===== src/include/fu_cfg.svh =====
`ifndef FU_CFG_SVH
`define FU_CFG_SVH

// Datapath width
`define FU_XLEN 64

// Reorder buffer, index wraps modulo the entry count
`define FU_NUM_ROB 32
`define FU_ROB_W $clog2(`FU_NUM_ROB)

// Physical register tag
`define FU_TAG_W 6

// Multiplier pipeline depth
`define FU_MULT_STAGES 4

// Multiplier bits retired per stage
`define FU_MULT_CHUNK (`FU_XLEN / `FU_MULT_STAGES)

// ALU immediate operand
`define FU_LIT_W 8

`endif


===== src/fu_pkg.sv =====
`default_nettype none

`include "fu_cfg.svh"

package fu_pkg;

  // Branch displacement in instruction words
  localparam int disp_w = 21;

  typedef enum logic [4:0] {
    alu_addq   = 5'h00,
    alu_subq   = 5'h01,
    alu_and    = 5'h02,
    alu_bic    = 5'h03,
    alu_bis    = 5'h04,
    alu_ornot  = 5'h05,
    alu_xor    = 5'h06,
    alu_eqv    = 5'h07,
    alu_srl    = 5'h08,
    alu_sll    = 5'h09,
    alu_sra    = 5'h0a,
    alu_cmpult = 5'h0b,
    alu_cmpeq  = 5'h0c,
    alu_cmpule = 5'h0d,
    alu_cmplt  = 5'h0e,
    alu_cmple  = 5'h0f,
    alu_mulq   = 5'h10  // Multiplier only
  } alu_func_e;

  typedef enum logic {
    opb_is_reg = 1'b0,
    opb_is_lit = 1'b1
  } opb_sel_e;

  // Bit 2 inverts the base test
  typedef enum logic [2:0] {
    br_blbc = 3'd0,
    br_beq  = 3'd1,
    br_blt  = 3'd2,
    br_ble  = 3'd3,
    br_blbs = 3'd4,
    br_bne  = 3'd5,
    br_bge  = 3'd6,
    br_bgt  = 3'd7
  } br_cond_e;

  typedef struct packed {
    logic                      valid;
    alu_func_e                 func;
    opb_sel_e                  opb_sel;
    br_cond_e                  br_cond;
    logic                      cond_branch;
    logic                      uncond_branch;
    logic [`FU_ROB_W-1:0]      rob_idx;
    logic [`FU_TAG_W-1:0]      tag;
    logic [`FU_XLEN-1:0]       opa;
    logic [`FU_XLEN-1:0]       opb;
    logic [`FU_LIT_W-1:0]      lit;
    logic [`FU_XLEN-1:0]       npc;
    logic signed [disp_w-1:0]  disp;
  } fu_issue_t;

  typedef struct packed {
    logic                 valid;
    logic [`FU_ROB_W-1:0] rob_idx;
    logic [`FU_TAG_W-1:0] tag;
    logic [`FU_XLEN-1:0]  value;
  } fu_result_t;

  typedef struct packed {
    logic                 valid;
    logic [`FU_ROB_W-1:0] rob_idx;  // Entry of the branch itself
    logic [`FU_XLEN-1:0]  target;
  } rollback_t;

  // Younger than the branch and not past the ROB tail
  function automatic logic is_squashed(rollback_t rb, logic [`FU_ROB_W-1:0] rob_tail,
                                       logic [`FU_ROB_W-1:0] rob_idx);
    logic [`FU_ROB_W-1:0] entry_dist;
    logic [`FU_ROB_W-1:0] tail_dist;
    entry_dist = rob_idx - rb.rob_idx;   // Wraps modulo ROB size
    tail_dist  = rob_tail - rb.rob_idx;
    return rb.valid && (entry_dist != '0) && (entry_dist <= tail_dist);
  endfunction

endpackage

`default_nettype wire


===== src/branch_unit.sv =====
`timescale 1ns/100ps
`default_nettype none

`include "fu_cfg.svh"

module branch_unit (
  input  logic               clock,
  input  logic               reset,
  input  fu_pkg::fu_issue_t  issue,
  output fu_pkg::fu_result_t result,
  output fu_pkg::rollback_t  rollback
);

  logic [`FU_XLEN-1:0]  disp_ext;
  logic [`FU_XLEN-1:0]  target;
  logic                 test_true;
  logic                 taken;
  logic                 result_valid_q;
  logic                 rollback_valid_q;
  logic [`FU_ROB_W-1:0] rob_idx_q;
  logic [`FU_TAG_W-1:0] tag_q;
  logic [`FU_XLEN-1:0]  npc_q;
  logic [`FU_XLEN-1:0]  target_q;

  always_comb begin
    case (issue.br_cond)
      fu_pkg::br_blbc, fu_pkg::br_blbs: test_true = ~issue.opa[0];
      fu_pkg::br_beq,  fu_pkg::br_bne:  test_true = issue.opa == '0;
      fu_pkg::br_blt,  fu_pkg::br_bge:  test_true = issue.opa[`FU_XLEN-1];
      default:                          test_true = issue.opa[`FU_XLEN-1] || issue.opa == '0;
    endcase
    if (issue.br_cond[2]) begin
      test_true = ~test_true;  // Negated forms
    end
  end

  assign taken = issue.uncond_branch || (issue.cond_branch && test_true);

  // Word displacement to byte offset
  assign disp_ext = {{(`FU_XLEN-fu_pkg::disp_w-2){issue.disp[fu_pkg::disp_w-1]}},
                     issue.disp, 2'b00};
  assign target   = issue.npc + disp_ext;

  always_ff @(posedge clock) begin
    if (reset) begin
      result_valid_q   <= 1'b0;
      rollback_valid_q <= 1'b0;
    end else begin
      result_valid_q   <= issue.valid;
      rollback_valid_q <= issue.valid && taken;
    end
  end

  always_ff @(posedge clock) begin
    rob_idx_q <= issue.rob_idx;
    tag_q     <= issue.tag;
    npc_q     <= issue.npc;   // Link value
    target_q  <= target;
  end

  assign result   = '{valid: result_valid_q, rob_idx: rob_idx_q, tag: tag_q, value: npc_q};
  assign rollback = '{valid: rollback_valid_q, rob_idx: rob_idx_q, target: target_q};

  // A branch is either conditional or unconditional, never both
  a_one_branch_kind: assert property (@(posedge clock) disable iff (reset)
    issue.valid |-> issue.cond_branch ^ issue.uncond_branch);

endmodule

`default_nettype wire


===== config.mk =====
export PLATFORM = sky130hd
export DESIGN_NAME = branch_unit
export DESIGN_NICKNAME = d
export VERILOG_FILES = /design/src/fu_pkg.sv /design/src/branch_unit.sv
export VERILOG_INCLUDE_DIRS = /design/src /design/src/include
export SDC_FILE = /design/constraint.sdc
export NUM_CORES = 1
export LEC_CHECK = 0
export BUFFER_PORTS_ARGS = -buffer_cell sky130_fd_sc_hd__buf_4
export CAP_MARGIN = 20
export CORE_AREA = 2 2 150 152
export CTS_CLUSTER_DIAMETER = 200
export DETAILED_ROUTE_END_ITERATION = 16
export DIE_AREA = 0 0 152 154
export GPL_TIMING_DRIVEN = 0
export SLEW_MARGIN = 10
export SYNTH_ARGS = -nofsm -noshare
export SYNTH_HDL_FRONTEND = slang
export SYNTH_SLANG_ARGS = --single-unit

===== constraint.sdc =====
create_clock -name clock -period 7.5 [get_ports clock]
set_clock_uncertainty 0.05 [all_clocks]
set_input_delay 0.75 -clock clock [delete_from_list [all_inputs] [get_ports clock]]
set_output_delay 0.75 -clock clock [all_outputs]
set_load 0.01 [all_outputs]

======== Yosys cells after proc, flatten, opt, wreduce, memory -nomap -nowiden ========
Index checks and enable logic that the tools add are counted.
operators by class
  add/subtract/negate cells ............... 1
  eq/ne operators ......................... 5
  multiplexer cells ....................... 2
  bitwise operators ....................... 2
  reduce and logical (&&, ||, !) cells .... 9
operator list
  operator                                                          number
  64-bit adder                                                      1
  64-bit zero test                                                  1
  3-bit == test (second input constant)                             3
  2-bit OR reduction                                                3
  3-bit by 1-bit == test with 1-bit output (second input constant)  1
  3-bit by 2-bit == test with 1-bit output (second input constant)  1
  3-bit zero test                                                   1
  1-bit case mux with 3 select lines                                1
  1-bit logical AND                                                 2
  1-bit logical OR                                                  2
  1-bit NOT                                                         2
  1-bit two-way mux                                                 1
storage, ports and cells
  bits in registers ....................... 141
  input bits .............................. 246
  output and inout bits ................... 146
  logic and storage cells ................. 25

======== Depth between registers and ports, before layout ========
Gate-level depths: netlist (run 1).
  depth in word-level cells ............... 8
  mapped depth ............................ 12
  mapped depth without buffers ............ 12

======== Worst setup path before layout (run 1) ========
OpenSTA, ideal clock, no wires.
  kind .................................... input to register
  from .................................... in issue[16] in the netlist's numbering
  to ...................................... reg target_q[61]
  library setup time ...................... 0.116 ns
  arrival ................................. 3.252 ns
  required time ........................... 7.334 ns
  setup slack ............................. 4.082 ns
  stages .................................. 11
  path buffers ............................ 1
  cells stage by stage .................... ha_1 buf_6 a21o_1 a21o_1 a221oi_2 and3_1 a211oi_1 or3_4 o211a_1 or4_1 and3_1
on the way
  word-level cells in the longest chain between the ends .. 1
RTL lines
  what                  RTL line           RTL
  start, declared       branch_unit.sv:9   input fu_pkg::fu_issue_t issue,
  64-bit adder          branch_unit.sv:42  assign target = issue.npc + disp_ext;
  via target[61]        branch_unit.sv:15  logic [`FU_XLEN-1:0] target;
  end signal, assigned  branch_unit.sv:58  target_q <= target;
  end, declared         branch_unit.sv:23  logic [`FU_XLEN-1:0] target_q;
The timed path passes the listed nets, and every way through them passes these cells.
A chain may end at the register's enable or synchronous reset.

======== Final worst setup path (run 1) ========
  from .................................... in issue[20] in the netlist's numbering
  to ...................................... reg target_q[59]
Same word-level chain as after synthesis.

==> results.cfg, run 1 <==
[critical_path]
crit_type = input port to flip-flop
end_kind = flip-flop
worstPathRequired_ns = 7.79
crit_arrival_ns = 4.11
crit_path_max_fanout = 42
setup.worst_path.start_class = input port

[grt]
grt_max_degree = 43
gr-usage-all-layers_pct = 18.5
first_global_vias = 6429
grt_antenna_before_repair = 1
grt_first_pass_wirelength_um = 34000
grt_remaining_overflow = 0

[finish]
num-nets-final = 1376
final_common_cell = buf_4
layout_common_cells = 322 x buf_4, 139 x dfxtp_1, 72 x a21oi_1
diodes_inserted = 0
area_growth_pct = 48.7
drive_above_1_share_pct = 34.6

[drt]
first_iter_violations = 339
m1WireLength_um = 9720
totalWireLength_um = 22300
routed_via_density = 4.86
detailroute.wirelength.met2_um = 10900
route.antenna.remaining_nets = 0
highest-signal-layer = met4
detail_route.first_pass.iterations = 5
met3_wire_len_um = 1390
vias = 6620
avgRoutedWirePerCell_um = 16.4
post-route-drc-count = 0

[synthesis]
synth-edff-count = 0
async_s_r_ff_share_synth_pct = 0
syn-cell-area_um2 = 6810
distinct_cells_synth = 62
yosys_warnings = 0
synth_nets = 1044
synthFlopType = dfxtp_1
synth-seq-area-share_pct = 40.9
synth_seq_cells = 139
synth.avg_cell_area_um2 = 9.25
synthCells = 736

[power_and_ir_drop]
clkPwrFrac_pct = 37.2
leakagePower_nw = 4.81
comb_power_share_pct = 27.1
total_switching_power_mw = 0.751
power.internal_mw = 1.67
power.density_nw_per_um2 = 239
worst_supply_voltage_drop_on_vdd_mv = 0.137
power.switching_fraction_pct = 31.0
power.sequential.fraction_pct = 35.7

[floorplanning]
die_h_um = 154
top_level_ports = 392
floorplan.initialDensity_pct = 31.4
horizontal_extent_of_the_die_um = 152
std_cell_rows = 54
core_area_um2 = 21700
fp.dieArea_um2 = 23400

[timing]
slew_headroom_pct = 42.5
minimum_period_implied_by_the_final_worst_setup_slack_ns = 3.82
fmax_mhz = 262
final-setup-viol-count = 0
worst_slack_on_hold_paths_ns = 0.365
slew_viol_final = 0
final.period_utilization_pct = 51.0
timing_worst_slew_pin_value_ns = 0.841
hold_viol = 0
unrepaired_setup_endpoints_after_global_routing = no
timing.setup.tns_ns = 0

[place]
detailed_place_hpwl_um = 17900
routabilityCongestion = 0.861
buffer_ports.inserted = 313

[clock_network]
cts_resized = 0
hold_buffers = 0
clkTransAtPathRegs_ns = 0.07
cts_tree = done
cts-root-to-sink-buffers = 2
cts_setup_buffers = 0
cts_htree_levels = 4
clock-root-buffer = clkbuf_16
tritoncts_num_sinks = 139
cts_buffers = 17

[worst_hold_path]
hold_class = input port to flip-flop

[run_status]
run_status = complete, no violations

[run]
timing.max_cap.violations = 0
==> cell usage after synthesis (3+ instances only) <==
cell type	count	area share, %
a31oi_1	8	0.73
or3_1	6	0.55
xor2_1	27	3.5
a21o_1	41	4.5
nand3_1	10	0.73
o21bai_1	8	0.88
buf_2	5	0.37
o21ai_1	19	1.4
buf_6	3	0.50
nor3_1	14	1.0
a21oi_1	72	5.3
o21a_1	8	0.88
dfxtp_1	139	41
o211ai_1	3	0.33
o211a_1	3	0.44
xnor2_1	32	4.1
ha_1	61	11
o21ai_0	25	1.8
nor2b_1	11	1.0
nand4_1	23	2.1
a221o_1	3	0.44
o31ai_1	8	0.88
buf_4	9	0.99
nand2_1	52	2.9
nand2b_1	7	0.64
a211oi_1	5	0.55
and2_1	4	0.37
o221ai_1	3	0.39
nor2_1	38	2.1
inv_1	17	0.94
clkbuf_1	20	1.1
nor4_1	16	1.5
==> cell families (layout without fill, tap and decap cells) <==
family	count (synthesis)	after routing	share of synthesized area [%]
xor+xnor	59	59	7.59
buf+inv	54	399	3.89
flops	139	139	40.9
fa+ha+maj	62	62	11.5
simple gates	198	198	15.0
compound gates	224	224	21.2
==> area by class of cell <==
cell class,count,area [um^2]
Clock inverter,15,194
Inverter,17,63.8
Timing Repair Buffer,313,2350
Fill cell,2136,11600
Multi-Input combinational cell,543,3760
Tap cell,280,350
Clock buffer,17,425
Sequential cell,139,2780
Buffer,37,201
==> routing by layer <==
| metal | global-route usage, % | vias up |
|---|---|---|
| li1 | - | 3331 |
| met1 | 22.7 | 2987 |
| met2 | 32.4 | 284 |
| met3 | 4.26 | 18 |
| met4 | 5.38 | 0 |
| met5 | 0 | - |
==> power by group through the flow <==
| stage | logic (mW) | registers (mW) | clock network, mW |
|---|---|---|---|
| finish | 0.655 | 0.864 | 0.901 |
| global route | 0.716 | 0.874 | 0.955 |
| CTS | 0.660 | 0.864 | 0.923 |
| detailed placement | 0.656 | 0.879 | 0 |
| global placement | 0.656 | 0.878 | 0 |
| floorplan | 0.285 | 0.932 | 0 |
==> stage by stage <==
stage	util, %	setup WS [ns]	area, um^2	instances	total power, mW
2_1_floorplan	-	4.08	6810	736	1.22
3_5_place_dp	43.9	3.33	9510	1329	1.54
4_1_cts	46.7	3.71	10100	1361	2.45
3_3_place_gp	43.9	3.34	9510	1329	1.53
5_1_grt	46.7	3.38	10100	1361	2.54
6_report	46.7	3.68	10100	1361	2.42
==> critical path: stages <==
cell and delay, ns:
buf_4 0.43, ha_1 0.32, buf_2 0.16, a21o_1 0.21, a21o_1 0.20, a221oi_1 0.32, o31ai_1 0.17, nor2b_1 0.16
a2111oi_0 0.73, o31ai_1 0.23, a21oi_1 0.23, xnor2_1 0.16
==> worst paths after layout <==
| path | slack [ns] | endpoint | start | cells after the start |
|---|---|---|---|---|
| setup / recovery | 3.68 | target_q[59] | issue[20] | 12 |
| hold / removal | 0.36 | rob_idx_q[0] | issue[227] | 1 |
==> flip-flops by register name (all words and copies together) (netlist names) <==
signal and flops:
result_valid_q 1, rollback_valid_q 1, target_q 64, npc_q 62, tag_q 6, rob_idx_q 5
(Power assumes the default switching activity.)
==> run 2: changes to the inputs <==
Clock period 7.5 ns to 3.4 ns, I/O delays scaled along.
==> run 2 against run 1 <==
Net effect: global-route usage grew 0.83 points; routed wire length is 4.9% higher; non-clock buffer count up 75; flip-flop and latch count did not move; die area is the same; core utilization is 3.7 points higher; worst setup slack got worse by 3.6 ns; power increased by 120%; largest cell class unchanged.
==> results.cfg, run 2 (synthesized netlist as in run 1, its figures left out) <==
[critical_path]
crit_path_max_fanout = 6
crit_arrival_ns = 3.56
setup.worst_path.start_class = input port
crit_type = input port to flip-flop
end_kind = flip-flop
worstPathRequired_ns = 3.67

[run]
timing.max_cap.violations = 0

[floorplanning]
floorplan.initialDensity_pct = 31.4
core_area_um2 = 21700
horizontal_extent_of_the_die_um = 152
die_h_um = 154
std_cell_rows = 54
fp.dieArea_um2 = 23400
top_level_ports = 392

[clock_network]
cts_tree = done
cts-root-to-sink-buffers = 2
clkTransAtPathRegs_ns = 0.06
clock-root-buffer = clkbuf_16
tritoncts_num_sinks = 139
cts_htree_levels = 4
cts_buffers = 17

[finish]
final_common_cell = buf_4
top_register = target_q
area_growth_pct = 60.6
largestRegisters = target_q x64, npc_q x62, tag_q x6
layout_common_cells = 323 x buf_4, 139 x dfxtp_1, 75 x dlygate4sd3_1
final_cell_count_no_fill = 1436
flip_flop_count_of_the_largest_register_after_layout = 64
drive_above_1_share_pct = 33.4
num-nets-final = 1451
diodes_inserted = 0

[timing]
final.period_utilization_pct = 96.8
timing_worst_slew_pin_value_ns = 0.607
fmax_mhz = 304
final-setup-viol-count = 0
slew_headroom_pct = 59.0
hold_viol = 0
minimum_period_implied_by_the_final_worst_setup_slack_ns = 3.29
slew_viol_final = 0

[place]
dpl.cell_count = 1329
detailed_place_hpwl_um = 17900
buffer_ports.inserted = 313
routabilityCongestion = 0.861

[drt]
first_iter_violations = 352
routed_via_density = 4.86
detail_route.first_pass.iterations = 5
route.antenna.remaining_nets = 0
post-route-drc-count = 0
totalWireLength_um = 23400
avgRoutedWirePerCell_um = 16.3
vias = 6984

[power_and_ir_drop]
power.switching_fraction_pct = 31.0
comb_power_share_pct = 28.3
power.density_nw_per_um2 = 497
power.sequential.fraction_pct = 35.1
leakagePower_nw = 5.14
total_switching_power_mw = 1.68
clkPwrFrac_pct = 36.6
totalPowerFinal_mw = 5.43
power.internal_mw = 3.75
worst_supply_voltage_drop_on_vdd_mv = 0.298

[grt]
grt_antenna_before_repair = 1
grt_remaining_overflow = 0
grt_first_pass_wirelength_um = 35700
gr-usage-all-layers_pct = 19.3
grt_max_degree = 43
first_global_vias = 6856

[run_status]
run_status = complete, no violations

[worst_hold_path]
worst_hold_path.num_cells = 2
hold_class = input port to flip-flop
==> run 2: cell types whose count changed in the layout (fill, tap and decap cells not counted), moves of 2 or more <==
| cell | delta |
|---|---|
| ha_2 | +2 |
| clkbuf_1 | -2 |
| nand2_2 | +2 |
| a211oi_1 | -2 |
| nand2_1 | -2 |
| ha_1 | -2 |
| a211oi_2 | +2 |
| dlygate4sd3_1 | +75 |
==> run 2: critical path, cell delays in order <==
cell	delay (ns)
dlygate4sd3_1	0.53
buf_4	0.14
ha_1	0.37
nand2_2	0.14
o21ai_1	0.13
a211oi_2	0.23
nor3_1	0.11
o221a_4	0.25
or3_4	0.42
o211a_1	0.26
or4_1	0.45
and3_1	0.18
==> run 2: stage by stage <==
| step | setup TNS [ns] | setup slack, ns | area, um^2 | utilization [%] | hold slack [ns] |
|---|---|---|---|---|---|
| floorplan | 0 | 0.392 | 6810 | - | 0.318 |
| global placement | -1.91 | -0.354 | 9510 | 43.9 | 0.394 |
| detailed placement | -1.97 | -0.355 | 9510 | 43.9 | 0.396 |
| CTS | 0 | 0.00371 | 10900 | 50.2 | 0.00227 |
| global route | -0.0812 | -0.0616 | 10900 | 50.4 | 0.0217 |
| finish | 0 | 0.110 | 10900 | 50.4 | 0.0146 |
==> run 2: cell type report <==
type / instances / area (um^2)
Fill cell: 2043 / 10800
Multi-Input combinational cell: 543 / 3800
Timing Repair Buffer: 390 / 3120
Sequential cell: 139 / 2780
Clock buffer: 17 / 425
Tap cell: 280 / 350
Clock inverter: 15 / 194
Buffer: 35 / 194
Inverter: 17 / 63.8
==> run 2: final timing paths <==
path | start | to | slack, ns
min | reset | result_valid_q | 0.01
max | issue[56] | target_q[61] | 0.11
==> run 2: power by group through the flow <==
| stage | sequential (mW) | combinational [mW] | clock, mW |
|---|---|---|---|
| floorplan | 2.06 | 0.629 | 0 |
| global placement | 1.94 | 1.45 | 0 |
| detailed placement | 1.94 | 1.45 | 0 |
| CTS | 1.91 | 1.52 | 2.04 |
| global route | 1.93 | 1.67 | 2.10 |
| finish | 1.91 | 1.53 | 1.99 |
==> run 2: repair_timing <==
action | 4_1_cts | 5_1_grt
hold buffers | 75 | 0
endpoints found under the setup margin | 0 | 8
hold endpoints to repair | 75 | 0
resized for setup | 0 | 12
buffers inserted | 0 | 2
==> run 2: per-layer routing <==
metal | vias to the layer above | wire, um | track usage (%)
li1 | 3485 | - | -
met1 | 3181 | 10000 | 23.2
met2 | 294 | 11600 | 34.7
met3 | 24 | 1350 | 4.20
met4 | 0 | 350 | 5.70
met5 | - | 0 | 0
==> run 3: changes to the inputs <==
Settings changed: ABC_AREA set to 1, CAP_MARGIN 20 to not set, CORE_AREA 2 2 150 152 to 2 2 152 154, DIE_AREA 0 0 152 154 to 0 0 154 156, PLACE_DENSITY set to 0.7.
==> run 3 against run 2 <==
Net effect: worst hold slack better by 0.0047 ns; power is 1.8% higher; combinational power is 8% higher; first-iteration DRC count is 31% higher; global-route usage is 5.0 points higher; non-clock buffer count is 28 lower; sequential share of layout area is 3.2 points lower; cell count is 41% higher; die area is 2.6% higher; via count is 34% higher; design area is 15% higher; sequential power hardly changed; largest cell class unchanged.
==> results.cfg, run 3 <==
[run_status]
run_status = complete, no violations

[finish]
layout_common_cells = 450 x nand2_1, 322 x buf_4, 235 x inv_1
largestRegisters = target_q x64, npc_q x62, tag_q x6
flip_flop_count_of_the_largest_register_after_layout = 64
utilization_pct = 56.0
top_register = target_q
final_common_cell = nand2_1
num-nets-final = 2031
diodes_inserted = 0
area_growth_pct = 48.2
drive_above_1_share_pct = 23.2

[synthesis]
synth.largest_area_cell = dfxtp_1
async_s_r_ff_share_synth_pct = 0
synth_top_area_share_pct = 32.9
yosys.area_share.adder_pct = 9.27
synthFlopType = dfxtp_1
yosys.area_share.simple_pct = 35.0
synth.avg_cell_area_um2 = 6.42
yosysMostFrequentCell = nand2_1
synth_top_family_by_area = simple AND/OR/NAND/NOR gates
distinct_cells_synth = 33
syn-cell-area_um2 = 8450
yosys_warnings = 0
synthCells = 1316
synth-xor-area-share_pct = 3.63
muxShareOfSynthArea_pct = 0
synth_compound_area_share_pct = 7.86
synth.top_cells.by_count = 450 x nand2_1, 235 x inv_1, 141 x nor2_1, 139 x dfxtp_1, 78 x a21oi_1
synth_seq_cells = 139
synth_nets = 1624
synth-seq-area-share_pct = 32.9
synth-edff-count = 0
ys_top_cells_by_area = dfxtp_1 33%, nand2_1 20%, inv_1 10%

[timing]
minimum_period_implied_by_the_final_worst_setup_slack_ns = 2.90
timing_worst_slew_pin_value_ns = 0.698
final.period_utilization_pct = 85.3
hold_viol = 0
fmax_mhz = 345
slew_viol_final = 0
worst_slack_on_hold_paths_ns = 0.0193
unrepaired_setup_endpoints_after_global_routing = no
slew_headroom_pct = 53.1
final-setup-viol-count = 0
timing.setup.tns_ns = 0

[place]
routabilityCongestion = 0.945
detailed_place_hpwl_um = 24300
buffer_ports.inserted = 313

[drt]
route.antenna.remaining_nets = 0
vias = 9376
detail_route.first_pass.iterations = 5
first_iter_violations = 462
post-route-drc-count = 0
totalWireLength_um = 29700
avgRoutedWirePerCell_um = 14.7
routed_via_density = 4.64

[floorplanning]
floorplan.initialDensity_pct = 37.8
core_area_um2 = 22400
std_cell_rows = 55
die_h_um = 156
horizontal_extent_of_the_die_um = 154
fp.dieArea_um2 = 24000
top_level_ports = 392

[grt]
grt_remaining_overflow = 0
gr-usage-all-layers_pct = 24.3
first_global_vias = 9009
grt_antenna_before_repair = 0
grt_first_pass_wirelength_um = 45100
grt_max_degree = 43

[power_and_ir_drop]
power.internal_mw = 3.81
worst_supply_voltage_drop_on_vdd_mv = 0.258
clkPwrFrac_pct = 35.8
comb_power_share_pct = 30.0
leakagePower_nw = 6.86
power.sequential.fraction_pct = 34.2
total_switching_power_mw = 1.72
power.switching_fraction_pct = 31.0
power.density_nw_per_um2 = 441

[worst_hold_path]
hold_path_startpoint = reset
whs_endpoint = result_valid_q
hold_class = input port to flip-flop
worst_hold_path.num_cells = 2

[clock_network]
clock-root-buffer = clkbuf_16
tritoncts_num_sinks = 139
cts_htree_levels = 4
cts_resized = 0
cts_tree = done
cts_setup_buffers = 0
cts_buffers = 17
cts-root-to-sink-buffers = 2
clkTransAtPathRegs_ns = 0.06

[critical_path]
setup.worst_path.start_class = input port
worstPathRequired_ns = 3.65
crit_type = input port to flip-flop
crit_path_max_fanout = 5
end_kind = flip-flop
crit_arrival_ns = 3.15

[run]
timing.max_cap.violations = 0
## run 3: changes by cell type in the layout (fill, tap and decap cells not counted), sizes merged, moves of 10 or more
cell    previous run  this run
nand2             52       468
inv               28       237
nor2              38       154
nand3             10        59
a21o              43         0
xnor2             32         4
clkbuf            35        20
nor4              16         2
o21ai             44        31
nand4             23        11
nor2b             11         0
buf              332       322
## run 3: critical path, stage by stage
cell,delay [ns]
dlygate4sd3_1,0.52
buf_4,0.11
ha_1,0.24
inv_1,0.08
fa_1,0.51
inv_1,0.21
nand3_1,0.09
nand3_1,0.26
nand3_1,0.14
nand3_2,0.13
nand2_1,0.06
nand2_1,0.13
nand3_1,0.12
nand3_1,0.10
nand2_1,0.10
## run 3: what timing repair did
item / CTS / global route
endpoints found under the hold margin: 75 / 0
hold buffers: 75 / 0
setup endpoints to repair: 0 / 0
## run 3: worst max-delay path by stage
stage / start / end / slack (ns) / cells past startpoint
after floorplan: issue[0] / target_q[54] / 1.37 / 13
after CTS: issue[23] / target_q[54] / 0.54 / 15
after global routing: issue[23] / target_q[54] / 0.39 / 15
final: issue[23] / target_q[54] / 0.50 / 15
after global placement: issue[0] / target_q[54] / 0.64 / 14
after detailed placement: issue[0] / target_q[54] / 0.61 / 14
## run 3: through the flow
step	instances	setup slack [ns]	instance area, um^2	power (mW)
3_5_place_dp	1914	0.614	11200	3.49
4_1_cts	2020	0.541	12500	5.55
5_1_grt	2020	0.386	12500	5.80
3_3_place_gp	1914	0.639	11200	3.49
6_report	2020	0.501	12500	5.53
2_1_floorplan	1316	1.37	8450	2.73
## run 3: logic make-up (layout without fill, tap and decap cells)
logic type      after synthesis  after routing
simple gates                712            712
flops                       139            139
compound gates              122            122
xor+xnor                     35             35
buf+inv                     246            665
fa+ha+maj                    62             62
## run 3: layer usage
metal | global-route usage, % | share of wire [%] | vias to the layer above
met5 | 0 | 0 | -
met4 | 7.88 | 2.2 | 0
met3 | 4.25 | 6.8 | 45
met2 | 43.2 | 48 | 333
met1 | 29.9 | 43 | 4155
li1 | - | - | 4843
## run 3: area by class of cell
class                           instances  area, um^2
Timing Repair Buffer                  388        3100
Tap cell                              285         357
Clock inverter                         11         169
Sequential cell                       139        2780
Inverter                              237         890
Clock buffer                           20         447
Buffer                                  9        67.6
Multi-Input combinational cell        931        4710
Fill cell                            2141        9840
## run 3: power by group through the flow
stage	registers, mW	logic, mW	clock network (mW)
6_report	1.89	1.66	1.98
5_1_grt	1.91	1.81	2.08
4_1_cts	1.89	1.65	2.01
3_5_place_dp	1.92	1.57	0
3_3_place_gp	1.92	1.57	0
2_1_floorplan	2.03	0.707	0
